File: src/verilog/bpred_pkg.sv
package bpred_pkg;

  // virtual fetch address width
  localparam int unsigned VLEN = 32;

  // compressed instructions are always on, so bit 0 of a pc is never used
  localparam int unsigned ADDR_OFFSET = 1;

  // two-bit saturating counter start value, weakly taken
  localparam logic [1:0] CTR_INIT = 2'b10;

  // register port widths
  localparam int unsigned CFG_ADDR_W = 4;
  localparam int unsigned CFG_DATA_W = 32;

  // register map
  localparam logic [CFG_ADDR_W-1:0] CFG_ADDR_CTRL = 4'h0;
  localparam logic [CFG_ADDR_W-1:0] CFG_ADDR_MISP = 4'h4;

  // control word layout
  // bit 0 enables taken predictions
  localparam int unsigned CTRL_ENABLE_BIT = 0;
  // bit 1 requests a one-cycle direction table flush, reads back while pending
  localparam int unsigned CTRL_FLUSH_BIT = 1;

endpackage

File: src/verilog/branch_target_buffer.sv
module branch_target_buffer #(
  parameter int unsigned BTB_ENTRIES = 16
) (
  input  logic                         clk_i,
  input  logic                         rst_ni,
  input  logic [bpred_pkg::VLEN-1:0]   vpc_i,
  input  logic                         upd_valid_i,
  input  logic [bpred_pkg::VLEN-1:0]   upd_pc_i,
  input  logic                         upd_taken_i,
  input  logic [bpred_pkg::VLEN-1:0]   upd_target_i,
  output logic                         btb_hit_o,
  output logic [bpred_pkg::VLEN-1:0]   btb_target_o
);

  import bpred_pkg::*;

  // direct mapped, index right above the offset bit
  localparam int unsigned IDX_W   = $clog2(BTB_ENTRIES);
  localparam int unsigned IDX_LSB = ADDR_OFFSET;
  localparam int unsigned IDX_MSB = IDX_LSB + IDX_W - 1;
  // everything above the index is kept as tag
  localparam int unsigned TAG_LSB = IDX_MSB + 1;
  localparam int unsigned TAG_W   = VLEN - TAG_LSB;

  logic [BTB_ENTRIES-1:0]  valid_q;
  logic [TAG_W-1:0]        tag_q    [BTB_ENTRIES];
  logic [VLEN-1:0]         target_q [BTB_ENTRIES];

  logic [IDX_W-1:0]        rd_idx;
  logic [TAG_W-1:0]        rd_tag;
  logic [IDX_W-1:0]        wr_idx;
  logic [TAG_W-1:0]        wr_tag;
  logic                    wr_en;

  assign rd_idx = vpc_i[IDX_MSB:IDX_LSB];
  assign rd_tag = vpc_i[VLEN-1:TAG_LSB];

  assign wr_idx = upd_pc_i[IDX_MSB:IDX_LSB];
  assign wr_tag = upd_pc_i[VLEN-1:TAG_LSB];

  // only taken branches allocate, a not-taken report keeps the old target
  assign wr_en = upd_valid_i & upd_taken_i;

  // lookup
  assign btb_hit_o    = valid_q[rd_idx] && (tag_q[rd_idx] == rd_tag);
  assign btb_target_o = target_q[rd_idx];

  always_ff @(posedge clk_i or negedge rst_ni) begin
    if (!rst_ni) begin
      valid_q <= '0;
    end else if (wr_en) begin
      valid_q[wr_idx] <= 1'b1;
    end
  end

  // tag and target storage, qualified by valid_q
  always_ff @(posedge clk_i) begin
    if (wr_en) begin
      tag_q[wr_idx]    <= wr_tag;
      target_q[wr_idx] <= upd_target_i;
    end
  end

endmodule

File: config.mk
export PLATFORM = sky130hd
export DESIGN_NAME = branch_target_buffer
export DESIGN_NICKNAME = d
export VERILOG_FILES = /design/src/verilog/bpred_pkg.sv /design/src/verilog/branch_target_buffer.sv
export SDC_FILE = /design/constraint.sdc
export NUM_CORES = 1
export LEC_CHECK = 0
export BUFFER_PORTS_ARGS = -buffer_cell sky130_fd_sc_hd__buf_2
export CAP_MARGIN = 15
export CELL_PAD_IN_SITES_DETAIL_PLACEMENT = 1
export CELL_PAD_IN_SITES_GLOBAL_PLACEMENT = 2
export CORE_MARGIN = 2
export CORE_UTILIZATION = 54
export DETAILED_ROUTE_END_ITERATION = 12
export PLACE_DENSITY_LB_ADDON = 0.12
export SLEW_MARGIN = 20
export SYNTH_ARGS = -nofsm -noshare
export SYNTH_HDL_FRONTEND = slang
export SYNTH_SLANG_ARGS = --single-unit
File: constraint.sdc
create_clock -name clk_i -period 4.9 [get_ports clk_i]
set_input_delay 0.735 -clock clk_i [delete_from_list [all_inputs] [get_ports clk_i]]
set_output_delay 0.735 -clock clk_i [all_outputs]
set_load 0.02 [all_outputs]
==> results by group <==
Status
  – Status: complete, no violations

STA
  – Total of endpoints with negative setup slack in the final report: 0
  – Share of the clock period used by the worst path: 97.18%
  – Hold violation total from the final report: 0
  – Actual slew at the worst max-slew pin: slightly below 1000 ps
  – Slew Limit Headroom: 35.44%
  – RSZ-0062 raised after global routing: no
  – Min cycle time layout: 4762 ps
  – Final-report max-slew violation count: 0
  – Max Clock Freq: ~210 MHz
  – Final clock skew: 0 ps
  – Min Hold Slack: roughly 460 ps
  – Total Negative Setup Slacks: 0 ps

CTS
  – CTS tree: done
  – Number of buffers between clock root and the deepest sink: 3
  – Clock slew seen by the registers of the worst setup and hold paths: approximately 60 ps
  – CTS sink cnt: 960
  – Maximum level of the CTS H-tree: 3
  – Number of gates given a new drive strength after cts: 0
  – Cts hold-fix bufs: 1
  – Clock insertion delay at the later pin of the skew report: about 640 ps
  – Number of buffers added by the clock tree synthesis step: 97
  – Post-CTS setup repair buffer count: 0
  – Root Driver: clkbuf_16

Route
  – Total via count after detailed routing: roughly 17000
  – Remaining design rule violation count: 0
  – Wire length per cell: 31.73 um
  – Drt total wl: 86220 um
  – Per-cell via count in the routed design: around 6.2
  – Starting DRC count in detailed routing: 1344
  – Final antenna-violating net count: 0
  – Number of iterations in the first detailed-routing pass: 7

Logic synthesis
  – Post-synth cell types: 59
  – Share of flip-flops with an asynchronous set or reset: 1.667%
  – Post-synthesis average cell area: between 20 and 25 um2
  – Cell area after synthesis: around 37000 um2
  – Sequential area share after synthesis: between 70 and 80%
  – Synthesis warning total: 0
  – Number of instances in the synthesized netlist: approximately 1500
  – Number of flops mapped to enable cells by yosys: ~940
  – Post-Synthesis Net Count: between 1500 and 2000
  – Post-synthesis sequential element count: 960
  – Primary FF master, synth: edfxtp_1

Final layout
  – Most common cell after layout, fill and taps aside: edfxtp_1
  – Commonest cells after routing, fill and taps aside: edfxtp_1 (944), mux4_2 (264), buf_2 (127)
  – Final Util: a little over three fifths
  – Filler-free cell count of the finished design: between 2000 and 3000
  – Final #Nets: between 1500 and 2000
  – Area growth from synthesis to final layout: 14.70%
  – Share of final-layout standard cells stronger than drive strength 1: between 30% and 40%

Place
  – Number of placed instances, taps included: between 2000 and 3000
  – Number of port buffers: 130
  – Detailed placement HPWL: approximately 46000 um
  – Routability-driven placement congestion ratio: 0.7817

Power and ir drop
  – Leakage dissipation: 13.63 nW
  – Switching portion of total power: about a fifth
  – Reported net switching power: approximately 3.7 mW
  – Sequential share of power: 51.2%
  – Power density over cell area: 423.4 nW/um2
  – Worst ir drop on vdd: about 0.34 mV
  – Clock group share of total power: a little over two fifths
  – Combinational cell fraction of total power: under 10%
  – Internal power summed over all cells: ~14 mW
  – Final Power: ~18 mW

Global route
  – Initial antenna violation count: 9
  – Global-route wire length before repair: 126500 um
  – Pin count of the biggest net entering global routing: slightly above 60
  – Vias in the first global route: ~19000
  – GRT overflow: 0
  – Global Route Usage Sum: between 20 and 30%

Worst setup path
  – Crit path top cell by count: buf_4
  – Setup crit end kind: output pin
  – Type of the worst setup path: in2out
  – Cells traversed along the worst timing path: buf_8, buf_4, mux4_2, and2_1, a211oi_1, a21oi_1, xor2_1, nor4_1, buf_4, and4_1, buf_2
  – Data arrival time of the critical path: roughly 4000 ps
  – Slowest cell on the critical path: nor4_1
  – Critical Path Fanout Max: 23
  – Required time of the critical path: ~4200 ps
  – Critical path launch point type: input pin
  – Slowest stage delay, CP: 780 ps

Min path
  – Worst Hold Class: in2reg

Die
  – Area inside the core boundary: roughly 67000 um2
  – Vertical die dimension: approximately 270 um
  – Die ar.: around 70000 um2
  – Cell row count: between 90 and 100
  – Top-Level Pins: 133
  – Initial cell density of the core: around 55%
  – Horizontal extent of the die: 265.5 um

Flow run
  – Number of max-capacitance violations reported: 0
path summary, 6_finish.rpt:
kind | slack [ps] | depth (start not counted) | from | end
min in group asynchronous | 620 | 2 | rst_ni | valid_q[15]
worst max-delay path | 140 | 11 | vpc_i[1] | btb_hit_o
worst max register to register | 4080 | 1 | valid_q[5] | valid_q[5]
worst min register to register | 470 | 1 | valid_q[4] | valid_q[4]
max in group asynchronous | 4010 | 2 | rst_ni | valid_q[13]
worst min-delay path | 460 | 1 | upd_pc_i[30] | tag_q[5][25]
registers in the layout, indices dropped and copies added (netlist names):
register	count
tag_q	432
target_q	512
valid_q	16
layer usage:
layer / vias up / part of all wire [%] / wire length, um / global-route usage [%]
met5: - / 0.088 / 76 / 0
met4: 10 / 2.5 / 2146 / 7.665
met3: 142 / 4.7 / 4092 / 3.851
met2: 490 / 52 / 44650 / 43.14
met1: 9236 / 41 / 35260 / 34.05
li1: 7068 / - / - / -
critical path: cells and delay by family:
kind,cells,cell delay (ps)
xor+xnor,1,140
simple gates,3,1210
mux,1,530
compound gates,2,330
buf+inv,4,1040
per-stage QoR:
stage | instance area [um2] | worst slack [ps]
CTS | 42340 | 114.7
finish | 42340 | 138.0
floorplan | 36940 | 730.7
global placement | 38960 | 154.3
detailed placement | 38960 | 130.1
global route | 42340 | 63.58
power by group through the flow:
stage	Combinational, mW	Sequential, mW	Clock (mW)
final	0.952	9.18	7.80
after global routing	1.02	9.19	8.19
after CTS	0.967	9.18	7.93
after detailed placement	0.962	9.35	0
after global placement	0.936	9.34	0
after floorplan	0.582	9.34	0
cell families (layout without fill, tap and decap cells):
logic type | after synthesis | in the layout | synth area share, %
multiplexers | 306 | 306 | 17.44
flip-flops | 960 | 960 | 77.87
other | 0 | 2 | 0
AO/OA/AOI/OAI | 65 | 65 | 1.332
XOR/XNOR | 32 | 32 | 0.7592
buffers and inverters | 85 | 382 | 1.234
AND/OR/NAND/NOR | 97 | 97 | 1.366
layout make-up:
cell class	count	area, um2
clock inverter	64	777.0
fill	5343	25050
timing repair buffer	188	1224
clock buffer	116	2594
tap	873	1092
sequential	960	28750
antenna	2	5.005
multi-input combinational	500	7850
inverter	14	53.80
cell usage after synthesis, types with 3 or more instances:
| master | instances | area [um2] |
|---|---|---|
| nand2b_1 | 7 | 43.79 |
| mux2i_1 | 32 | 320.3 |
| and3_1 | 3 | 18.77 |
| nand4_1 | 3 | 18.77 |
| a211oi_1 | 4 | 30.03 |
| xnor2_1 | 14 | 122.6 |
| and2_1 | 4 | 25.02 |
| o22ai_1 | 7 | 43.79 |
| xor2_1 | 18 | 157.7 |
| or2_2 | 16 | 100.1 |
| a221oi_1 | 3 | 26.28 |
| nor2_1 | 25 | 93.84 |
| a22oi_1 | 4 | 30.03 |
| mux4_2 | 264 | 5946 |
| nor3_1 | 7 | 35.03 |
| inv_1 | 12 | 45.04 |
| dfrtp_1 | 16 | 400.4 |
| o21ai_0 | 9 | 45.04 |
| o32ai_1 | 3 | 26.28 |
| nand2_1 | 18 | 67.56 |
| mux4_1 | 4 | 105.1 |
| nand3_1 | 3 | 15.01 |
| o2111ai_1 | 4 | 35.03 |
| buf_1 | 3 | 11.26 |
| mux2_2 | 6 | 67.56 |
| edfxtp_1 | 944 | 28350 |
| buf_2 | 24 | 120.1 |
| buf_6 | 7 | 78.83 |
| buf_4 | 7 | 52.55 |
| clkbuf_1 | 28 | 105.1 |
| a22o_1 | 3 | 26.28 |
| a21oi_1 | 9 | 45.04 |
No activity file was read; power rests on OpenSTA's default activity.
