<file path="src/verilog/bpred_pkg.sv">
package bpred_pkg;

  // virtual fetch address width
  localparam int unsigned VLEN = 32;

  // compressed instructions are always on, so bit 0 of a pc is never used
  localparam int unsigned ADDR_OFFSET = 1;

  // two-bit saturating counter start value, weakly taken
  localparam logic [1:0] CTR_INIT = 2'b10;

  // register port widths
  localparam int unsigned CFG_ADDR_W = 4;
  localparam int unsigned CFG_DATA_W = 32;

  // register map
  localparam logic [CFG_ADDR_W-1:0] CFG_ADDR_CTRL = 4'h0;
  localparam logic [CFG_ADDR_W-1:0] CFG_ADDR_MISP = 4'h4;

  // control word layout
  // bit 0 enables taken predictions
  localparam int unsigned CTRL_ENABLE_BIT = 0;
  // bit 1 requests a one-cycle direction table flush, reads back while pending
  localparam int unsigned CTRL_FLUSH_BIT = 1;

endpackage

</file>
<file path="src/verilog/bpred_cfg_regs.sv">
module bpred_cfg_regs (
  input  logic                               clk_i,
  input  logic                               rst_ni,
  input  logic                               flush_i,
  input  logic                               cfg_we_i,
  input  logic [bpred_pkg::CFG_ADDR_W-1:0]   cfg_addr_i,
  input  logic [bpred_pkg::CFG_DATA_W-1:0]   cfg_wdata_i,
  input  logic                               upd_valid_i,
  input  logic                               upd_mispredict_i,
  output logic                               predict_en_o,
  output logic                               bht_flush_o,
  output logic [bpred_pkg::CFG_DATA_W-1:0]   cfg_rdata_o
);

  import bpred_pkg::*;

  logic                    enable_q;
  logic                    flush_pend_q;
  logic [CFG_DATA_W-1:0]   misp_cnt_q;
  logic                    ctrl_we;
  logic                    misp_we;

  assign ctrl_we = cfg_we_i && (cfg_addr_i == CFG_ADDR_CTRL);
  assign misp_we = cfg_we_i && (cfg_addr_i == CFG_ADDR_MISP);

  assign predict_en_o = enable_q;
  // external level and the one-cycle software request share one output
  assign bht_flush_o  = flush_i | flush_pend_q;

  always_ff @(posedge clk_i or negedge rst_ni) begin
    if (!rst_ni) begin
      enable_q     <= 1'b1;
      flush_pend_q <= 1'b0;
      misp_cnt_q   <= '0;
    end else begin
      // self clearing, only lives for the cycle after the write
      flush_pend_q <= ctrl_we & cfg_wdata_i[CTRL_FLUSH_BIT];
      if (ctrl_we) begin
        enable_q <= cfg_wdata_i[CTRL_ENABLE_BIT];
      end
      // any write to the counter clears it, data is ignored
      if (misp_we) begin
        misp_cnt_q <= '0;
      end else if (upd_valid_i && upd_mispredict_i && misp_cnt_q != '1) begin
        misp_cnt_q <= misp_cnt_q + 1'b1;
      end
    end
  end

  // read mux, unmapped addresses return zero
  always_comb begin
    cfg_rdata_o = '0;
    case (cfg_addr_i)
      CFG_ADDR_CTRL: begin
        cfg_rdata_o[CTRL_ENABLE_BIT] = enable_q;
        cfg_rdata_o[CTRL_FLUSH_BIT]  = flush_pend_q;
      end
      CFG_ADDR_MISP: cfg_rdata_o = misp_cnt_q;
      default:       cfg_rdata_o = '0;
    endcase
  end

endmodule

</file>
<file path="config.mk">
export PLATFORM = sky130hd
export DESIGN_NAME = bpred_cfg_regs
export DESIGN_NICKNAME = d
export VERILOG_FILES = /design/src/verilog/bpred_pkg.sv /design/src/verilog/bpred_cfg_regs.sv
export SDC_FILE = /design/constraint.sdc
export NUM_CORES = 1
export LEC_CHECK = 0
export BUFFER_PORTS_ARGS = -buffer_cell sky130_fd_sc_hd__buf_4
export CAP_MARGIN = 20
export CORE_ASPECT_RATIO = 0.8
export CORE_MARGIN = 1.5
export CORE_UTILIZATION = 54
export CTS_CLUSTER_DIAMETER = 120
export DETAILED_ROUTE_END_ITERATION = 6
export MAX_ROUTING_LAYER = met4
export PLACE_DENSITY = 0.91
export SLEW_MARGIN = 20
export SYNTH_ARGS = -nofsm -noshare
export SYNTH_HDL_FRONTEND = slang
export SYNTH_SLANG_ARGS = --single-unit
</file>
<file path="constraint.sdc">
create_clock -name clk_i -period 4.2 [get_ports clk_i]
set_input_delay 0.42 -clock clk_i [delete_from_list [all_inputs] [get_ports clk_i]]
set_output_delay 0.42 -clock clk_i [all_outputs]
set_load 0.02 [all_outputs]
</file>
==> impl_metrics.env, run 1 <==
export IMPL_setup_ws_ns=1.94
export IMPL_antenna_found_initial=0
export IMPL_cp_top_family="simple AND/OR/NAND/NOR gates"
export IMPL_grt_first_pass_wirelength_um=8640
export IMPL_ys_types=45
export IMPL_cp_max_fo=8
export IMPL_synth_fa_ha_area_share_pct=0.581
export IMPL_dpl_worst_slack_ns=1.89
export IMPL_crit_type="flip-flop to flip-flop"
export IMPL_root_buffer="clkbuf_8"
export IMPL_syn_nets=291
export IMPL_synth_xor_area_share_pct=3.66
export IMPL_final_antenna_net_count=0
export IMPL_fin_area_sq_um=2620
export IMPL_place_hpwl_um=3520
export IMPL_slew_headroom_pct=44.5
export IMPL_dieArea_sq_um=4380
export IMPL_fin_crit_sh_pct=53.7
export IMPL_area_delta_synth_final_pct=21.6
export IMPL_synthFlopType="dfrtp_1"
export IMPL_clock_path_buffers=2
export IMPL_p_leak_uw=0.00118
export IMPL_ios=76
export IMPL_fin_nets=332
export IMPL_cp_end_kind="flip-flop"
export IMPL_grt_pass1_vias=1831
export IMPL_use_met2_pct=43.2
export IMPL_drive_gt1_share_pct=26.6
export IMPL_cpMaxStageDelayCell="or3_1"
export IMPL_required_ns=4.35
export IMPL_synth_simple_area_share_pct=36.9
export IMPL_cts_tree="built"
export IMPL_power_density_nw_per_um2=290
export IMPL_grt_overflow_total=0
export IMPL_maxCapViolCount=0
export IMPL_place_inst=337
export IMPL_place_area_sq_um=2520
export IMPL_synthMuxAreaShare_pct=1.92
export IMPL_vdd_drop_max_mv=0.230
export IMPL_worst_endpoint_arrival_ns=2.40
export IMPL_cts_buffers=5
export IMPL_dr_pass1_iters=5
export IMPL_floorplan_rows=20
export IMPL_synth_top_family_by_area="simple AND/OR/NAND/NOR gates"
export IMPL_slew_viol_final=0
export IMPL_wl_per_cell_um=14.8
export IMPL_n_antenna_cell=0
export IMPL_fin_crit_ns=2.26
export IMPL_status="complete, no violations"
export IMPL_final_cells=345
export IMPL_synthArstFlopShare_pct=100
export IMPL_r2r_end="misp_cnt_q[24]"
export IMPL_drt_total_wl_um=5110
export IMPL_synth_compound_area_share_pct=14.3
export IMPL_grt_use_met3_pct=4.25
export IMPL_clock_fmax_mhz=443
export IMPL_crit_chain="ha_1 > nand3_1 > or3_1 > nor4b_1 > xnor2_1 > nor2_1"
export IMPL_start_util_pct=56.6
export IMPL_track_usage_pct=26.6
export IMPL_worstMarginPinSlew_ns=0.832
export IMPL_gp_congestion=0.814
export IMPL_yosysSeqAreaShare_pct=39.6
export IMPL_setup_viol=0
export IMPL_clkTransAtPathRegs_ns=0.08
export IMPL_postCtsSetupBuffers=0
export IMPL_htree_num_levels=2
export IMPL_slowest_delay_ns=0.55
export IMPL_hold_class="input pin to async pin"
export IMPL_rr_startpoint="misp_cnt_q[0]"
export IMPL_met1_usage_pct=33.5
export IMPL_cts_sinks=34
export IMPL_grt_start_max_net_pins=35
export IMPL_vias_per_cell=5.86
export IMPL_cts_resized=0
export IMPL_vias=2020
export IMPL_holdWs_ns=0.0452
export IMPL_port_buffers=45
export IMPL_dieWidth_um=73.6
export IMPL_cts_hold_buf=0
export IMPL_yosys_warnings=0
export IMPL_r2r_setup_slack_ns=1.94
export IMPL_dieHeight_um=59.5
export IMPL_skew_ns=0.0118
export IMPL_clock_latency_ns=0.30
export IMPL_r2r_cells=6
export IMPL_hold_viol_final=0
export IMPL_core_area_sq_um=3800
export IMPL_synth_edf_count=0
export IMPL_synth_cells=248
export IMPL_critPathBufInv=0
export IMPL_avgSynthCellArea_sq_um=8.68
export IMPL_drcViolationCount=0
export IMPL_grt_busiest_layer="met2"
export IMPL_cp_startpoint="misp_cnt_q[0]"
export IMPL_tns_ns=0
export IMPL_drt_iter0_drc=162
export IMPL_startpoint_type="flip-flop"
export IMPL_ys_ff_latch=34
export IMPL_syn_area_sq_um=2150
export IMPL_rsz0062_at_grt="no"
-- synthesized netlist by cell type, types with 2 or more instances --
library cell,count,area share [%]
nor3_1,3,0.70
mux2i_1,3,1.4
nand2_1,24,4.2
nand2b_1,3,0.87
or3_1,7,2.0
nand3b_1,2,0.70
nor4_1,4,1.2
clkbuf_1,5,0.87
a211oi_1,2,0.70
and4_4,2,1.0
and4_1,4,1.6
nand3_1,8,1.9
a21bo_2,2,0.93
xnor2_1,9,3.7
nand4_1,10,2.9
nor4b_1,3,1.2
a21oi_1,16,3.7
and3_1,9,2.6
inv_1,2,0.35
buf_2,7,1.6
a31oi_1,2,0.58
a31o_2,6,2.4
and2_1,32,9.3
o21ai_0,10,2.3
nor2_1,20,3.5
dfrtp_1,33,38
a22o_1,2,0.81
-- worst max path at each step --
stage                       to  slack (ns)  cells after the start
2_1_floorplan  cfg_rdata_o[11]        2.19                      3
6_report        misp_cnt_q[24]        1.94                      6
3_3_place_gp     misp_cnt_q[1]        1.93                      6
4_1_cts         misp_cnt_q[24]        1.95                      6
5_1_grt         misp_cnt_q[26]        1.79                      6
3_5_place_dp    misp_cnt_q[23]        1.89                      6
-- final cells by class --
class	instances	area [sq um]
Clock buffer	6	82.6
Clock inverter	2	12.5
Fill cell	312	1190
Inverter	2	7.51
Multi-Input combinational cell	199	1240
Sequential cell	34	852
Tap cell	55	68.8
Timing Repair Buffer	47	353
-- power by group --
group	internal (uW)	switching [uW]	leakage, uW
combinational	44.4	50.5	0.000675
clock	132	130	0.0000472
sequential	358	43.5	0.000460
total	534	224	0.00118
-- placed cells by master (no fill, tap or decap), drive strengths merged, types with 3 or more instances in the layout --
| cell | n |
|---|---|
| a211oi | 3 |
| a21oi | 17 |
| a31o | 6 |
| a31oi | 3 |
| and2 | 33 |
| and3 | 11 |
| and4 | 6 |
| buf | 47 |
| clkbuf | 6 |
| dfrtp | 33 |
| mux2i | 3 |
| nand2 | 24 |
| nand2b | 3 |
| nand3 | 8 |
| nand4 | 10 |
| nor2 | 20 |
| nor3 | 3 |
| nor4 | 4 |
| nor4b | 3 |
| o21ai | 10 |
| or3 | 8 |
| xnor2 | 9 |
-- flip-flops by register name (all words and copies together) (netlist names) --
name / flops
misp_cnt_q: 32
flush_pend_q: 1
predict_en_o: 1
-- worst reg2reg max path: cells and delay by family (launching register included) --
kind                     cells  cell delay, ns
XOR/XNOR                     1            0.17
adder cells (fa/ha/maj)      1            0.22
flip-flops                   1            0.46
AND/OR/NAND/NOR              4            1.25
-- stage by stage --
step	util [%]	power, uW
global route	68.8	792
global placement	66.3	494
finish	68.8	759
floorplan	-	456
detailed placement	66.3	501
CTS	68.8	760
-- layer usage --
metal / share of wire [%] / up-vias
met1: 45 / 964
met3: 6.1 / 5
li1: - / 973
met4: 0.76 / 0
met2: 48 / 78
met5: 0 / -
-- cell families (layout without fill, tap and decap cells) --
family / after synthesis / after routing
simple gates: 139 / 139
compound gates: 46 / 46
flops: 34 / 34
buf+inv: 15 / 57
xor+xnor: 9 / 9
mux: 4 / 4
fa+ha+maj: 1 / 1
No activity file was read; power rests on OpenSTA's default activity.
==> run 2, diff against run 1 <==
ABC_AREA = 1   (was not set)
CORE_UTILIZATION = 53   (was 54)
PLACE_DENSITY = 0.86   (was 0.91)
clock period = 2.4 ns   (was 4.2 ns; I/O delays follow)
==> run 2 against run 1 <==
Non-clock buffer count up 1. Count of clock-buffer cells in the layout up 2. Critical path type unchanged. Global-route usage up 3.4 points.
==> impl_metrics.env, run 2 <==
export IMPL_fin_crit_ns=2.26
export IMPL_synthArstFlopShare_pct=100
export IMPL_synth_top_area_share_pct=31.3
export IMPL_ios=76
export IMPL_slew_viol_final=0
export IMPL_grt_pass1_vias=2561
export IMPL_vias_per_cell=5.36
export IMPL_yosys_warnings=0
export IMPL_p_sw_uw=404
export IMPL_yosysSeqAreaShare_pct=32.3
export IMPL_p_sw_share_pct=30.2
export IMPL_min_delay_start="cfg_wdata_i[1]"
export IMPL_clock_latency_ns=0.29
export IMPL_r2r_end="misp_cnt_q[31]"
export IMPL_r2r_cells=10
export IMPL_skew_ns=0.00591
export IMPL_wl_per_cell_um=13.5
export IMPL_hold_class="input pin to flip-flop"
export IMPL_synth_common_cells="nand2_1, nor2_1, nand3_1"
export IMPL_fin_crit_sh_pct=94.4
export IMPL_startpoint_type="flip-flop"
export IMPL_grt_start_max_net_pins=37
export IMPL_comb_power_share_pct=16.3
export IMPL_ys_types=27
export IMPL_grt_overflow_total=0
export IMPL_area_delta_synth_final_pct=16.6
export IMPL_drcViolationCount=0
export IMPL_synth_cells=421
export IMPL_cts_sinks=34
export IMPL_drt_total_wl_um=7100
export IMPL_hold_depth=3
export IMPL_worst_endpoint_arrival_ns=2.49
export IMPL_hold_end="flush_pend_q"
export IMPL_syn_nets=464
export IMPL_grt_first_pass_wirelength_um=11900
export IMPL_dieArea_sq_um=5410
export IMPL_ys_ff_latch=34
export IMPL_layout_common_cells="nand2_1, nor2_1, nand3_1, inv_1, buf_4"
export IMPL_status="complete, no violations"
export IMPL_drive_gt1_share_pct=16.5
export IMPL_holdWs_ns=0.165
export IMPL_largest_register="misp_cnt_q"
export IMPL_root_buffer="clkbuf_8"
export IMPL_final_cells=526
export IMPL_p_seq_share_pct=50.2
export IMPL_synth_top_cell_by_area="dfrtp_1"
export IMPL_p_leak_uw=0.00156
export IMPL_required_ns=2.62
export IMPL_slowest_delay_ns=0.72
export IMPL_final_antenna_net_count=0
export IMPL_dieHeight_um=66.1
export IMPL_fin_nets=508
export IMPL_p_int_uw=934
export IMPL_n_antenna_cell=0
export IMPL_postCtsSetupBuffers=0
export IMPL_synthFlopType="dfrtp_1"
export IMPL_tns_ns=0
export IMPL_track_usage_pct=30.0
export IMPL_rsz0062_at_grt="no"
export IMPL_maxCapViolCount=0
export IMPL_place_inst=517
export IMPL_floorplan_rows=22
export IMPL_cp_end_kind="flip-flop"
export IMPL_crit_chain="ha_1 > nand2_2 > nor2_4 > nand2_4 > nor2_8 > nand2_4 > nand2_8 > nor2_2 > nand2_1 > nand2_1"
export IMPL_power_density_nw_per_um2=435
export IMPL_cts_buffers=5
export IMPL_gp_congestion=0.980
export IMPL_rr_startpoint="misp_cnt_q[1]"
export IMPL_p_clk_share_pct=33.5
export IMPL_htree_num_levels=2
export IMPL_place_hpwl_um=5070
export IMPL_cts_resized=0
export IMPL_syn_area_sq_um=2640
export IMPL_worstMarginPinSlew_ns=0.918
export IMPL_dieWidth_um=81.9
export IMPL_avgSynthCellArea_sq_um=6.26
export IMPL_layout_commonest_cell="nand2_1"
export IMPL_cts_tree="built"
export IMPL_setup_viol=0
export IMPL_clkTransAtPathRegs_ns=0.07
export IMPL_vias=2821
export IMPL_start_util_pct=56.4
export IMPL_cp_max_fo=21
export IMPL_synth_most_common_cell="nand2_1"
export IMPL_clock_fmax_mhz=442
export IMPL_synth_edf_count=0
export IMPL_largest_reg_flops=32
export IMPL_vdd_drop_max_mv=0.308
export IMPL_clock_path_buffers=2
export IMPL_crit_type="flip-flop to flip-flop"
export IMPL_synthTopCellsByArea="dfrtp_1, nand2_1, nor2_1"
export IMPL_port_buffers=45
export IMPL_core_area_sq_um=4680
export IMPL_slew_headroom_pct=38.7
export IMPL_cpMaxStageDelayCell="nor2_2"
export IMPL_cts_hold_buf=1
export IMPL_drt_iter0_drc=314
export IMPL_r2r_setup_slack_ns=0.14
export IMPL_dr_pass1_iters=6
export IMPL_hold_viol_final=0
export IMPL_power_total_uw=1340
export IMPL_antenna_found_initial=0
## run 2: routing by layer
| layer | GRT usage [%] | wire length (um) |
|---|---|---|
| met1 | 39.6 | 3100 |
| met2 | 45.8 | 3290 |
| met3 | 5.79 | 557 |
| met4 | 10.8 | 142 |
| met5 | - | 0 |
## run 2: cell families (layout without fill, tap and decap cells)
family	count (synthesis)	count (layout)	synth area share, %
buffers and inverters	61	106	10.6
adders and majority gates	1	1	0.474
and+or+nand+nor	304	304	50.3
AOI/OAI and AO/OA	8	8	1.99
xor gates and xnor gates	13	13	4.32
DFF	34	34	32.3
## run 2: area by class of cell
class / instances / area, sq um
Clock buffer: 8 / 90.1
Fill cell: 431 / 1610
Inverter: 50 / 188
Multi-Input combinational cell: 326 / 1510
Sequential cell: 34 / 852
Tap cell: 60 / 75.1
Timing Repair Buffer: 48 / 363
## run 2: per-stage QoR
step	worst slack, ns	cell area, sq um	util (%)
6_report	0.135	3070	65.7
5_1_grt	0.00381	3070	65.7
4_1_cts	0.125	3070	65.7
3_5_place_dp	0.187	2970	63.6
3_3_place_gp	0.280	2970	63.6
2_1_floorplan	0.825	2640	-
## run 2: how the worst max path moves through the flow
stage	startpoint	to	slack (ns)	depth (start not counted)
after global placement	misp_cnt_q[1]	misp_cnt_q[28]	0.28	10
after CTS	misp_cnt_q[1]	misp_cnt_q[31]	0.13	10
final	misp_cnt_q[1]	misp_cnt_q[31]	0.14	10
after global routing	misp_cnt_q[1]	misp_cnt_q[28]	0.004	10
after detailed placement	misp_cnt_q[1]	misp_cnt_q[28]	0.19	10
after floorplan	misp_cnt_q[1]	misp_cnt_q[9]	0.83	11
## run 2: power groups by stage
stage	logic [uW]	clock network, uW	registers [uW]
after floorplan	157	0	674
after global placement	209	0	678
after detailed placement	217	0	682
after CTS	219	449	672
after global routing	244	479	679
final	218	448	672
## run 2: critical path, delay by kind of cell (launching register included)
family        cells  cell delay (ns)
fa+ha+maj         1             0.25
flops             1             0.42
simple gates      9             1.52
